### src/uart_params.svh
`ifndef UART_PARAMS_SVH
`define UART_PARAMS_SVH

// system clock and line rate
`define UART_CLK_HZ 50000000
`define UART_BAUD 115200

// clock cycles per bit, 434 at the rates above
`define UART_BAUD_DIV (`UART_CLK_HZ / `UART_BAUD)

// command and frame data widths
`define UART_CMD_WIDTH 16
`define UART_BYTE_WIDTH 8

`endif

### src/uart_pkg.sv
`default_nettype none

`include "uart_params.svh"

package uart_pkg;

  typedef logic [`UART_CMD_WIDTH-1:0] cmd_t;
  typedef logic [`UART_BYTE_WIDTH-1:0] byte_t;

  // top bit is the error flag, low bits the data
  typedef logic [`UART_BYTE_WIDTH:0] rx_word_t;

  typedef enum logic [2:0] {
    TX_IDLE,
    TX_START,
    TX_DATA,
    TX_PARITY,
    TX_STOP
  } tx_state_t;

  typedef enum logic [2:0] {
    RX_IDLE,
    RX_START,
    RX_DATA,
    RX_PARITY,
    RX_STOP
  } rx_state_t;

  typedef enum logic [1:0] {
    CMD_IDLE,
    CMD_HIGH,
    CMD_LOW
  } cmd_state_t;

endpackage

`default_nettype wire

### src/cmd_sender.sv
`timescale 1ns/10ps
`default_nettype none

`include "uart_params.svh"

module cmd_sender (
  input  logic            clk,
  input  logic            rst_n,
  input  uart_pkg::cmd_t  cmd_in,
  input  logic            cmd_vld,
  output logic            cmd_rdy,
  output uart_pkg::byte_t tx_byte,
  output logic            tx_start,
  input  logic            tx_done
);

  import uart_pkg::*;

  cmd_state_t state;
  cmd_t       cmd_q;
  logic       start_q;
  logic       accept;

  assign accept  = (state == CMD_IDLE) && cmd_vld;
  assign cmd_rdy = (state == CMD_IDLE);

  // low byte starts in the cycle the high frame ends
  assign tx_start = start_q | ((state == CMD_HIGH) && tx_done);

  always_comb begin
    if (state == CMD_HIGH && !tx_done) begin
      tx_byte = cmd_q[`UART_CMD_WIDTH-1 -: `UART_BYTE_WIDTH];
    end else begin
      tx_byte = cmd_q[`UART_BYTE_WIDTH-1:0];
    end
  end

  always_ff @(posedge clk or negedge rst_n) begin
    if (!rst_n) begin
      state   <= CMD_IDLE;
      start_q <= 1'b0;
    end else begin
      start_q <= accept;
      case (state)
        CMD_IDLE: begin
          if (cmd_vld) begin
            state <= CMD_HIGH;
          end
        end
        CMD_HIGH: begin
          if (tx_done) begin
            state <= CMD_LOW;
          end
        end
        CMD_LOW: begin
          if (tx_done) begin
            state <= CMD_IDLE;
          end
        end
        default: begin
          state <= CMD_IDLE;
        end
      endcase
    end
  end

  // command held for both frames
  always_ff @(posedge clk) begin
    if (accept) begin
      cmd_q <= cmd_in;
    end
  end

endmodule

`default_nettype wire

### src/uart.sv
`timescale 1ns/10ps
`default_nettype none

module uart (
  input  logic               clk,
  input  logic               rst_n,
  input  uart_pkg::cmd_t     cmd_in,
  input  logic               cmd_vld,
  output logic               cmd_rdy,
  input  logic               rx,
  output logic               tx,
  output logic               read_rdy,
  output uart_pkg::rx_word_t read_data
);

  import uart_pkg::*;

  byte_t tx_byte;
  logic  tx_start;
  logic  tx_done;

  cmd_sender u_cmd_sender (
    .clk      (clk),
    .rst_n    (rst_n),
    .cmd_in   (cmd_in),
    .cmd_vld  (cmd_vld),
    .cmd_rdy  (cmd_rdy),
    .tx_byte  (tx_byte),
    .tx_start (tx_start),
    .tx_done  (tx_done)
  );

  uart_tx u_uart_tx (
    .clk      (clk),
    .rst_n    (rst_n),
    .tx_byte  (tx_byte),
    .tx_start (tx_start),
    .tx_done  (tx_done),
    .tx       (tx)
  );

  // receive path goes straight to the ports
  uart_rx u_uart_rx (
    .clk      (clk),
    .rst_n    (rst_n),
    .rx       (rx),
    .rx_word  (read_data),
    .rx_valid (read_rdy)
  );

endmodule

`default_nettype wire

### src/uart_rx.sv
`timescale 1ns/10ps
`default_nettype none

`include "uart_params.svh"

module uart_rx (
  input  logic               clk,
  input  logic               rst_n,
  input  logic               rx,
  output uart_pkg::rx_word_t rx_word,
  output logic               rx_valid
);

  import uart_pkg::*;

  localparam int CNT_W = $clog2(`UART_BAUD_DIV);
  localparam logic [CNT_W-1:0] CNT_LAST = CNT_W'(`UART_BAUD_DIV - 1);
  localparam logic [CNT_W-1:0] CNT_HALF = CNT_W'(`UART_BAUD_DIV / 2 - 1);

  rx_state_t        state;
  logic [CNT_W-1:0] cnt;
  logic [2:0]       bit_idx;
  logic             rx_meta;
  logic             rx_sync;
  logic             rx_prev;
  logic             fall;
  logic             bit_end;
  logic             err;
  byte_t            shift;
  logic             parity_bit;

  // two-flop synchronizer plus edge history
  always_ff @(posedge clk or negedge rst_n) begin
    if (!rst_n) begin
      rx_meta <= 1'b1;
      rx_sync <= 1'b1;
      rx_prev <= 1'b1;
    end else begin
      rx_meta <= rx;
      rx_sync <= rx_meta;
      rx_prev <= rx_sync;
    end
  end

  assign fall    = rx_prev & ~rx_sync;
  assign bit_end = (cnt == CNT_LAST);

  // parity must come out odd, stop must be high
  assign err = ~(^{shift, parity_bit}) | ~rx_sync;

  always_ff @(posedge clk or negedge rst_n) begin
    if (!rst_n) begin
      state    <= RX_IDLE;
      cnt      <= '0;
      bit_idx  <= '0;
      rx_word  <= '0;
      rx_valid <= 1'b0;
    end else begin
      rx_valid <= 1'b0;
      case (state)
        RX_IDLE: begin
          cnt <= '0;
          if (fall) begin
            state <= RX_START;
          end
        end
        RX_START: begin
          if (cnt == CNT_HALF) begin
            cnt     <= '0;
            bit_idx <= '0;
            // glitch if the line is back high at mid-bit
            state   <= rx_sync ? RX_IDLE : RX_DATA;
          end else begin
            cnt <= cnt + 1'b1;
          end
        end
        RX_DATA: begin
          if (bit_end) begin
            cnt <= '0;
            if (bit_idx == 3'd7) begin
              state <= RX_PARITY;
            end else begin
              bit_idx <= bit_idx + 3'd1;
            end
          end else begin
            cnt <= cnt + 1'b1;
          end
        end
        RX_PARITY: begin
          if (bit_end) begin
            cnt   <= '0;
            state <= RX_STOP;
          end else begin
            cnt <= cnt + 1'b1;
          end
        end
        RX_STOP: begin
          if (bit_end) begin
            cnt      <= '0;
            state    <= RX_IDLE;
            rx_word  <= {err, shift};
            rx_valid <= 1'b1;
          end else begin
            cnt <= cnt + 1'b1;
          end
        end
        default: begin
          state <= RX_IDLE;
          cnt   <= '0;
        end
      endcase
    end
  end

  // mid-bit sampling, data arrives lsb first
  always_ff @(posedge clk) begin
    if (bit_end && state == RX_DATA) begin
      shift <= {rx_sync, shift[7:1]};
    end
    if (bit_end && state == RX_PARITY) begin
      parity_bit <= rx_sync;
    end
  end

endmodule

`default_nettype wire

### src/uart_tx.sv
`timescale 1ns/10ps
`default_nettype none

`include "uart_params.svh"

module uart_tx (
  input  logic            clk,
  input  logic            rst_n,
  input  uart_pkg::byte_t tx_byte,
  input  logic            tx_start,
  output logic            tx_done,
  output logic            tx
);

  import uart_pkg::*;

  localparam int CNT_W = $clog2(`UART_BAUD_DIV);
  localparam logic [CNT_W-1:0] CNT_LAST = CNT_W'(`UART_BAUD_DIV - 1);

  tx_state_t        state;
  logic [CNT_W-1:0] cnt;
  logic [2:0]       bit_idx;
  byte_t            shift;
  logic             parity;
  logic             bit_end;

  assign bit_end = (cnt == CNT_LAST);

  // last cycle of the stop bit
  assign tx_done = (state == TX_STOP) && bit_end;

  always_ff @(posedge clk or negedge rst_n) begin
    if (!rst_n) begin
      state   <= TX_IDLE;
      cnt     <= '0;
      bit_idx <= '0;
      tx      <= 1'b1;
    end else if (tx_start) begin
      // start bit goes out on this edge
      state   <= TX_START;
      cnt     <= '0;
      bit_idx <= '0;
      tx      <= 1'b0;
    end else if (state != TX_IDLE) begin
      if (bit_end) begin
        cnt <= '0;
        case (state)
          TX_START: begin
            state <= TX_DATA;
            tx    <= shift[0];
          end
          TX_DATA: begin
            if (bit_idx == 3'd7) begin
              state <= TX_PARITY;
              tx    <= parity;
            end else begin
              bit_idx <= bit_idx + 3'd1;
              tx      <= shift[0];
            end
          end
          TX_PARITY: begin
            state <= TX_STOP;
            tx    <= 1'b1;
          end
          TX_STOP: begin
            state <= TX_IDLE;
            tx    <= 1'b1;
          end
          default: begin
            state <= TX_IDLE;
            tx    <= 1'b1;
          end
        endcase
      end else begin
        cnt <= cnt + 1'b1;
      end
    end
  end

  // data shifter, lsb first
  always_ff @(posedge clk) begin
    if (tx_start) begin
      shift  <= tx_byte;
      // odd parity over the data bits
      parity <= ~^tx_byte;
    end else if (bit_end && (state == TX_START || state == TX_DATA)) begin
      shift <= shift >> 1;
    end
  end

endmodule

`default_nettype wire

### config.mk
export PLATFORM = sky130hd
export DESIGN_NAME = uart
export DESIGN_NICKNAME = d
export VERILOG_FILES = /design/src/uart_pkg.sv /design/src/cmd_sender.sv /design/src/uart.sv /design/src/uart_rx.sv /design/src/uart_tx.sv
export VERILOG_INCLUDE_DIRS = /design/src /design/src/src
export SDC_FILE = /design/constraint.sdc
export NUM_CORES = 1
export LEC_CHECK = 0
export ABC_AREA = 1
export ABC_CLOCK_PERIOD_IN_PS = 2950
export BUFFER_PORTS_ARGS = -buffer_cell sky130_fd_sc_hd__buf_2
export CAP_MARGIN = 15
export CORE_ASPECT_RATIO = 0.9
export CORE_MARGIN = 3
export CORE_UTILIZATION = 60
export DETAILED_ROUTE_END_ITERATION = 10
export PLACE_DENSITY = 0.86
export SETUP_SLACK_MARGIN = 0.15
export SYNTH_ARGS = -nofsm -noshare
export SYNTH_HDL_FRONTEND = slang
export SYNTH_HIERARCHICAL = 1
export SYNTH_SLANG_ARGS = --single-unit
### constraint.sdc
create_clock -name clk -period 2.95 [get_ports clk]
set_clock_uncertainty 0.15 [all_clocks]
set_input_delay 0.4425 -clock clk [delete_from_list [all_inputs] [get_ports clk]]
set_output_delay 0.4425 -clock clk [all_outputs]
set_load 0.1 [all_outputs]
==> results of run 1 <==
-- critical path, cell delays in order, from the launching register on --
cell and delay [ps]:
dfrtp_1 400, inv_1 80, ha_1 140, nand2_1 60, nor2_2 180, nand2_4 120, nor4_4 220, nand3_1 160
nand2_1 140, clkinv_2 220, nand3_4 280, o21ai_2 90, inv_2 80, nand2_2 60, nand2_1 60, nand2_1 50
-- where the power goes --
part           internal, uW  switching [uW]  leakage, uW
Combinational           161             324      0.00125
Sequential             1240            93.9     0.000931
Clock                   308             379    0.0000805
-- final timing paths --
check                      cells past startpoint                                to                         start  slack, ps
min reg2reg                                    0       u_uart_rx/rx_sync$_DFF_PN1_   u_uart_rx/rx_meta$_DFF_PN1_        210
max in group asynchronous                      1    u_cmd_sender/start_q$_DFF_PN0_                         rst_n       1880
max reg2reg                                   15    u_uart_tx/state[1]$_DFFE_PN0P_  u_uart_tx/cnt[1]$_DFFE_PN0P_        320
max                                           15    u_uart_tx/state[1]$_DFFE_PN0P_  u_uart_tx/cnt[1]$_DFFE_PN0P_        320
min                                            1       u_uart_rx/rx_meta$_DFF_PN1_                            rx         40
min in group asynchronous                      1  u_uart_rx/rx_word[8]$_DFFE_PN0P_                         rst_n        120
-- placed cells by master (no fill, tap or decap), drive strengths merged --
cell / instances
clkinvlp: 1
or2: 3
buf: 38
clkinv: 4
nand2b: 1
dfrtp: 43
o22ai: 1
o31ai: 1
xor2: 7
inv: 58
o211ai: 1
nor2: 37
nand2: 163
dfstp: 4
xnor2: 4
o21ai: 16
nand3b: 1
clkbuf: 12
o21bai: 1
edfxtp: 34
ha: 9
nor4: 2
nand4: 24
a21oi: 3
nand3: 30
nor3: 5
-- flip-flops by register name, summed over array words and instances (netlist names) --
register,flops
u_cmd_sender/cmd_q,16
u_uart_rx/cnt,9
u_uart_rx/rx_word,9
u_uart_tx/cnt,9
u_uart_rx/shift,8
u_uart_tx/shift,8
u_uart_rx/bit_idx,3
u_uart_rx/state,3
u_uart_tx/bit_idx,3
u_uart_tx/state,3
u_cmd_sender/state,2
u_cmd_sender/start_q,1
u_uart_rx/parity_bit,1
u_uart_rx/rx_meta,1
u_uart_rx/rx_prev,1
u_uart_rx/rx_sync,1
u_uart_rx/rx_valid,1
u_uart_tx/parity,1
u_uart_tx/tx,1
-- layer usage --
layer | GRT usage | vias up | part of all wire
met5 | 0 | - | 0
met4 | 0.0852 | 0 | 0.013
met3 | 0.0520 | 11 | 0.061
met2 | 0.340 | 121 | 0.48
met1 | 0.291 | 1498 | 0.45
li1 | - | 1564 | -
-- cells by family after synthesis --
family	Yosys count	synth area share
AND/OR/NAND/NOR	266	0.313
XOR/XNOR	11	0.0233
AO/OA/AOI/OAI	23	0.0364
buffers and inverters	66	0.0670
adder cells (fa/ha/maj)	9	0.0273
flip-flops	81	0.533
-- timing repair --
| item | CTS | global route |
|---|---|---|
| gates resized for setup | 1 | 1 |
| buffers inserted | 0 | 3 |
| endpoints found under the setup margin | 1 | 6 |
-- layout make-up --
cell class / instances / area (sq um)
Clock buffer: 12 / 135
Multi-Input combinational cell: 309 / 1670
Timing Repair Buffer: 38 / 208
Inverter: 59 / 223
Fill cell: 480 / 2050
Tap cell: 90 / 113
Clock inverter: 4 / 30.0
Sequential cell: 81 / 2200
-- metrics by stage --
| stage | utilization | instances |
|---|---|---|
| 2_1_floorplan | - | 456 |
| 3_3_place_gp | 0.660 | 574 |
| 3_5_place_dp | 0.660 | 574 |
| 4_1_cts | 0.686 | 590 |
| 5_1_grt | 0.691 | 593 |
| 6_report | 0.691 | 593 |
==> impl_metrics.json, run 1 <==
{
  "status": "finished, final reports clean",
  "coreArea_sq_um": 6620,
  "crit_fanout": 15,
  "synth_ff_type": "dfrtp_1",
  "rsz0062_at_grt": "false",
  "syn_area_sq_um": 4130,
  "synth-seq-cells": 81,
  "vdd_drop_max_mv": 0.417,
  "viasPerCell": 5.39,
  "cp-start-kind": "flip-flop",
  "track_usage": 0.216,
  "power_uw": 2510,
  "start_util": 0.624,
  "root_buffer": "clkbuf_8",
  "final_area_sq_um": 4580,
  "place_hpwl_um": 5500,
  "ys_types": 41,
  "drtPass1Iterations": 5,
  "pre_cts_ws_ps": 127,
  "clock_latency_ps": 340,
  "cts-buffers-inserted": 9,
  "clockBufferDepth": 2,
  "htreeDepth": 3,
  "grt_pass1_wl_um": 13600,
  "synth_top_area_frac": 0.261,
  "timing.fmax_mhz": 380,
  "portBuffers": 31,
  "num_vias": 3194,
  "io-pin-count": 32,
  "syn_area_per_cell_sq_um": 9.05,
  "grt_max_degree": 48,
  "yosysMostFrequentCell": "nand2_1",
  "crit_arrival_ps": 2710,
  "gp_congestion": 0.880,
  "drtAntennaViolNets": 0,
  "cellLeakagePower_uw": 0.00226,
  "die-area_sq_um": 7910,
  "worst_slew_pin_slew_ps": 1030,
  "ys_seq_area_frac": 0.533,
  "cts.sinks": 81,
  "wirelength_um": 7660,
  "holdWs_ps": 37.4,
  "worstSetupPathType": "reg -> reg",
  "syn_to_final_growth_pct": 10.8,
  "setup_violations": 0,
  "hold_viol": 0,
  "die-width_um": 93.4,
  "gr-total-overflow": 0,
  "synth_cells": 456,
  "drive_above_1_share": 0.211,
  "n_antenna_cell": 0,
  "die_h_um": 84.7,
  "syn_nets": 485,
  "yosys-top-cells-area": "dfrtp_1 (26%), edfxtp_1 (25%), nand2_1 (14%)",
  "num_rows": 28,
  "synth_enable_flop_cells": 34,
  "nNetsFinal": 527,
  "async_flop_share": 0.580,
  "min_period_over_period": 0.893,
  "placed_cell_area_sq_um": 4370,
  "hold_class": "in -> reg",
  "route.detailed.drc": 0,
  "grt_pass1_vias": 3076,
  "antenna_found_initial": 0,
  "slew_viol_final": 0,
  "worst_slack_ps": 316,
  "cts_hold_buf": 0,
  "power_per_cell_area_nw_per_um2": 548,
  "setup-tns-final_ps": 0,
  "synth.top_cells.by_count": "nand2_1 (149), inv_1 (47), dfrtp_1 (43), edfxtp_1 (34), nor2_1 (31)",
  "first_iter_violations": 264,
  "crit_required_ps": 3030,
  "slew_headroom": 0.316,
  "endpoint_kind": "flip-flop",
  "path_clk_slew_ps": 80,
  "wire_per_inst_um": 12.9,
  "cts_tree": "built",
  "yosysWarnings": 6,
  "synth_top_area_cell": "dfrtp_1",
  "maxCapViolCount": 0,
  "fin_crit_ps": 2630
}
Power figures use the tool's default switching activity.
==> inputs of run 2 (changes only) <==
--- a/config.mk
+++ b/config.mk
@@ -14,7 +14,7 @@
 export CORE_MARGIN = 3
 export CORE_UTILIZATION = 60
 export DETAILED_ROUTE_END_ITERATION = 10
-export PLACE_DENSITY = 0.86
+export PLACE_DENSITY = 0.84
 export SETUP_SLACK_MARGIN = 0.15
 export SYNTH_ARGS = -nofsm -noshare
 export SYNTH_HDL_FRONTEND = slang
==> run 2 against run 1 <==
Worst setup slack gained 44 ps. Die area did not move. Combinational power is essentially flat. Critical endpoint is now u_uart_tx/state[0]$_DFFE_PN0P_. Cell count is 0.51% higher. First-iteration DRC count shrank 32%. Largest cell class unchanged. Critical path depth is 1 lower. Power increased by 4.6%. Register-to-register slack improved by 40 ps. Flip-flop and latch count stayed put. Critical path type unchanged. Global-route usage fell by 0.33 points.
==> impl_metrics.json, run 2 (synthesis results as in run 1) <==
{
  "cp-start-kind": "flip-flop",
  "die-width_um": 93.4,
  "io-pin-count": 32,
  "holdWs_ps": 101,
  "die_h_um": 84.7,
  "status": "finished, final reports clean",
  "cp-startpoint": "u_uart_tx/cnt[0]$_DFFE_PN0P_",
  "place_hpwl_um": 5350,
  "maxCapViolCount": 0,
  "cp_common_cell": "nand2_1",
  "setup_violations": 0,
  "drive_above_1_share": 0.215,
  "grt_max_degree": 28,
  "track_usage": 0.213,
  "endpoint_kind": "flip-flop",
  "p_seq_frac": 0.509,
  "nFillCells": 498,
  "first_iter_violations": 180,
  "antenna_found_initial": 0,
  "min_from": "cmd_in[11]",
  "coreArea_sq_um": 6620,
  "power_per_cell_area_nw_per_um2": 566,
  "viasPerCell": 5.21,
  "cts.sinks": 81,
  "internal_power_uw": 1800,
  "htreeDepth": 3,
  "r2r_setup_slack_ps": 360,
  "worstSetupPathType": "reg -> reg",
  "stdcell_count": 596,
  "wirelength_um": 7710,
  "switchingPower_uw": 826,
  "crit_required_ps": 3050,
  "path_clk_slew_ps": 80,
  "rr_startpoint": "u_uart_tx/cnt[0]$_DFFE_PN0P_",
  "final_common_cell": "nand2_1",
  "crit_fanout": 15,
  "rsz0062_at_grt": "false",
  "hold_viol": 0,
  "dp.cells": 575,
  "pre_cts_ws_ps": 143,
  "gr-total-overflow": 0,
  "swShare": 0.315,
  "cellLeakagePower_uw": 0.00228,
  "portBuffers": 31,
  "final_cell_mix": "nand2_1 (148), inv_1 (47), dfrtp_1 (43)",
  "combPwrFrac": 0.184,
  "grt_pass1_vias": 3024,
  "num_vias": 3103,
  "route.detailed.drc": 0,
  "clockBufferDepth": 2,
  "hold_class": "in -> reg",
  "num_rows": 28,
  "min_period_over_period": 0.878,
  "gp_congestion": 0.865,
  "start_util": 0.624,
  "clock_latency_ps": 360,
  "largest_reg_flops": 16,
  "root_buffer": "clkbuf_8",
  "slew_headroom": 0.481,
  "slew_viol_final": 0,
  "cts_tree": "built",
  "die-area_sq_um": 7910,
  "setup-tns-final_ps": 0,
  "wire_per_inst_um": 12.9,
  "path_cells": "ha_1 -> nand2_1 -> nor2_2 -> nand2_4 -> nor4_4 -> nand3_1 -> nand2_1 -> clkinv_2 -> nand3_4 -> o21ai_2 -> inv_2 -> nand2_2 -> nand2_1 -> nand2_1",
  "worst_slack_ps": 360,
  "power_uw": 2620,
  "drtPass1Iterations": 5,
  "pwr-share-clk": 0.307,
  "crit_path_top_delay_cell": "dfrtp_1",
  "slowest_delay_ps": 440,
  "drtAntennaViolNets": 0,
  "worst_slew_pin_slew_ps": 775,
  "crit_arrival_ps": 2690,
  "timing.fmax_mhz": 386,
  "syn_to_final_growth_pct": 12.2,
  "grt_pass1_wl_um": 13300,
  "nNetsFinal": 530,
  "cts-buffers-inserted": 9,
  "regMostFlops": "u_cmd_sender/cmd_q",
  "fin_crit_ps": 2590,
  "n_antenna_cell": 0,
  "vdd_drop_max_mv": 0.367
}
## run 2: cell types whose count changed in the layout (fill, tap and decap cells not counted), moves of 2 or more
cell | previous run | this run
clkbuf_1 | 3 | 1
inv_6 | 0 | 2
clkinv_4 | 2 | 0
dlygate4sd3_1 | 0 | 2
## run 2: metrics by stage
stage	util	cell area, sq um
after CTS	0.693	4590
final	0.700	4630
after global placement	0.662	4380
after floorplan	-	4130
after detailed placement	0.662	4380
after global routing	0.700	4630
## run 2: path summary, 6_finish.rpt
| kind | to | depth (start not counted) |
|---|---|---|
| min reg2reg | u_uart_rx/rx_sync$_DFF_PN1_ | 0 |
| max | u_uart_tx/state[0]$_DFFE_PN0P_ | 14 |
| max in group asynchronous | u_uart_tx/tx$_DFFE_PN1P_ | 3 |
| max reg2reg | u_uart_tx/state[0]$_DFFE_PN0P_ | 14 |
| min in group asynchronous | u_uart_rx/rx_word[6]$_DFFE_PN0P_ | 2 |
| min | u_cmd_sender/cmd_q[11]$_DFFE_PP_ | 1 |
## run 2: metal layers
metal	track usage	vias up	share of wire
met5	0	-	0
li1	-	1568	-
met4	0.0879	0	0.018
met2	0.332	67	0.49
met1	0.282	1458	0.45
met3	0.0582	10	0.037
## run 2: final cells by class
type | instances | area [sq um] | area share
multi-input cells | 309 | 1670 | 0.360
flip-flops and latches | 81 | 2200 | 0.475
inverters | 59 | 223 | 0.0481
clock buffers | 10 | 128 | 0.0275
clock inverters | 6 | 66.3 | 0.0143
repair buffers | 41 | 235 | 0.0508
well taps | 90 | 113 | 0.0243
## run 2: repair_timing
item	4_1_cts	5_1_grt
endpoints found under the hold margin	17	1
setup buffers	0	3
gates resized for setup	1	2
setup endpoints to repair	1	7
hold buffers	1	1
## run 2: power groups by stage
| stage | Clock, uW | Combinational [uW] | Sequential (uW) |
|---|---|---|---|
| after CTS | 825 | 482 | 1330 |
| after global routing | 883 | 547 | 1350 |
| final | 805 | 483 | 1330 |
| after global placement | 0 | 451 | 1350 |
| after floorplan | 0 | 372 | 1340 |
| after detailed placement | 0 | 470 | 1360 |
## run 2: critical path, delay by kind of cell (launching register included)
kind / cells / cell delay [ps]
simple gates: 10 / 1300
flops: 1 / 440
buf+inv: 2 / 300
fa+ha+maj: 1 / 180
compound gates: 1 / 90
==> inputs of run 3 (changes only) <==
--- a/config.mk
+++ b/config.mk
@@ -18,5 +18,4 @@
 export SETUP_SLACK_MARGIN = 0.15
 export SYNTH_ARGS = -nofsm -noshare
 export SYNTH_HDL_FRONTEND = slang
-export SYNTH_HIERARCHICAL = 1
 export SYNTH_SLANG_ARGS = --single-unit
==> run 3 against run 2 <==
Synthesized cell count decreased by 4.2%. Critical path type unchanged. Non-clock buffer count decreased by 7. Largest cell class unchanged. Area after synthesis decreased by 2.1%. Power decreased by 9.3%. Design area decreased by 3.8%. Highest routed layer unchanged. Die area decreased by 1.9%.
==> impl_metrics.json, run 3 <==
{
  "coreArea_sq_um": 6320,
  "timing.fmax_mhz": 411,
  "slew_headroom": 0.316,
  "fin_crit_ps": 2430,
  "portBuffers": 31,
  "die-width_um": 92.5,
  "timing.rr.end": "u_uart_tx.parity$_DFFE_PN_",
  "power_uw": 2380,
  "cts_setup_buffers": 0,
  "wirelength_um": 7100,
  "worst_slew_pin_slew_ps": 1030,
  "status": "finished, final reports clean",
  "power_per_cell_area_nw_per_um2": 533,
  "synth_top_area_cell": "dfrtp_1",
  "synth_ff_type": "dfrtp_1",
  "nNetsFinal": 506,
  "synth_cells": 437,
  "regMostFlops": "u_cmd_sender.cmd_q",
  "gr-total-overflow": 0,
  "setup-tns-final_ps": 0,
  "htreeDepth": 3,
  "grt_pass1_vias": 2833,
  "route.detailed.drc": 0,
  "yosysWarnings": 0,
  "rr_startpoint": "u_uart_tx.cnt[1]$_DFFE_PN0P_",
  "drtAntennaViolNets": 0,
  "clockBufferDepth": 2,
  "syn_nets": 466,
  "min_path_cells": 1,
  "path_clk_slew_ps": 80,
  "drtPass1Iterations": 4,
  "synth.top_cells.by_count": "nand2_1 (129), inv_1 (45), dfrtp_1 (43), edfxtp_1 (34), nor2_1 (30)",
  "crit_arrival_ps": 2390,
  "track_usage": 0.204,
  "worstSetupPathType": "reg -> reg",
  "syn_area_sq_um": 4040,
  "n_antenna_cell": 0,
  "cellLeakagePower_uw": 0.00216,
  "place_hpwl_um": 5190,
  "yosys-top-cells-area": "dfrtp_1 (27%), edfxtp_1 (25%), nand2_1 (12%)",
  "gp_congestion": 0.826,
  "yosysMostFrequentCell": "nand2_1",
  "endpoint_kind": "flip-flop",
  "crit_end": "u_uart_tx.parity$_DFFE_PN_",
  "start_util": 0.640,
  "ys_seq_area_frac": 0.545,
  "num_rows": 27,
  "cts_hold_buf": 0,
  "die_h_um": 83.9,
  "die-area_sq_um": 7760,
  "viasPerCell": 5.11,
  "slew_viol_final": 0,
  "cts_resized": 0,
  "wire_per_inst_um": 12.5,
  "syn_to_final_growth_pct": 10.3,
  "first_iter_violations": 192,
  "synth-seq-cells": 81,
  "ys_types": 37,
  "cts.sinks": 81,
  "num_vias": 2909,
  "final_cell_mix": "nand2_1 (129), inv_1 (45), dfrtp_1 (43)",
  "grt_max_degree": 48,
  "cts-buffers-inserted": 9,
  "hold_viol": 0,
  "async_flop_share": 0.580,
  "min_period_over_period": 0.824,
  "synth_top_area_frac": 0.266,
  "io-pin-count": 32,
  "setup_violations": 0,
  "vdd_drop_max_mv": 0.421,
  "grt_pass1_wl_um": 12700,
  "final_common_cell": "nand2_1",
  "maxCapViolCount": 0,
  "largest_reg_flops": 16,
  "cts_tree": "built",
  "crit_required_ps": 2910,
  "drive_above_1_share": 0.199,
  "r2r_cells": 13,
  "synth_enable_flop_cells": 34,
  "cp-start-kind": "flip-flop",
  "clock_latency_ps": 340,
  "syn_area_per_cell_sq_um": 9.25,
  "antenna_found_initial": 0,
  "crit_fanout": 19,
  "r2r_setup_slack_ps": 520,
  "hold_class": "in -> reg",
  "cp-startpoint": "u_uart_tx.cnt[1]$_DFFE_PN0P_",
  "root_buffer": "clkbuf_8",
  "rsz0062_at_grt": "false"
}
## run 3: cell count changes in the layout (fill, tap and decap cells not counted), sizes merged, moves of 5 or more
cell    before  now
nand3b       1    6
nand4       24    3
buf         39   34
nand2      163  147
nand3       30   24
o21ai       16   26
nor3         5   10
## run 3: routing by layer
metal,track usage,part of all wire,vias up
met3,0.0433,0.035,9
met4,0.0756,0.014,0
met2,0.321,0.47,53
met5,0,0,-
li1,-,-,1485
met1,0.280,0.48,1362
## run 3: how the worst min path moves through the flow
stage	start	end	slack, ps
6_report	rx	u_uart_rx.rx_meta$_DFF_PN1_	40
5_1_grt	rx	u_uart_rx.rx_meta$_DFF_PN1_	20
4_1_cts	rx	u_uart_rx.rx_meta$_DFF_PN1_	30
3_5_place_dp	u_uart_rx.rx_meta$_DFF_PN1_	u_uart_rx.rx_sync$_DFF_PN1_	200
3_3_place_gp	u_uart_rx.rx_meta$_DFF_PN1_	u_uart_rx.rx_sync$_DFF_PN1_	200
2_1_floorplan	rst_n	u_cmd_sender.start_q$_DFF_PN0_	-3
## run 3: per-stage QoR
stage | hold slack, ps | area (sq um) | worst slack, ps | cells | util
after global placement | 197 | 4280 | 658 | 553 | 0.677
after CTS | 30.8 | 4460 | 536 | 569 | 0.706
final | 43.9 | 4460 | 519 | 569 | 0.706
after detailed placement | 203 | 4280 | 547 | 553 | 0.677
after floorplan | -3.09 | 4050 | 252 | 437 | -
after global routing | 18.7 | 4460 | 320 | 569 | 0.706
## run 3: final cells by class
cell class,instances,area [sq um]
clock buffer,12,156
clock inverter,4,26.3
fill,500,1860
inverter,56,218
multi-input combinational,295,1570
sequential,81,2200
tap,87,109
timing repair buffer,34,178
## run 3: cell families after synthesis
group | after synthesis | share of synthesized area
simple gates | 229 | 0.267
flops | 81 | 0.545
buf+inv | 61 | 0.0675
compound gates | 40 | 0.0557
xor+xnor | 16 | 0.0347
fa+ha+maj | 9 | 0.0278
mux | 1 | 0.00248
## run 3: power by group
| part | switching (uW) | leakage (uW) | internal [uW] |
|---|---|---|---|
| clock | 389 | 0.0000915 | 356 |
| sequential | 52.4 | 0.000933 | 1230 |
| combinational | 233 | 0.00114 | 115 |
| total | 675 | 0.00216 | 1700 |
## run 3: worst max-delay path, stage by stage, from the launching register on
cell and delay (ps):
dfrtp_1 400, inv_1 80, ha_1 130, nand2_1 60, nor2_2 150, nand3_2 300, nand2_4 320, o21ai_0 200
nand2_1 110, nand2_1 70, nand2_1 70, nand2_1 50, nand2_1 60, nand2_1 50
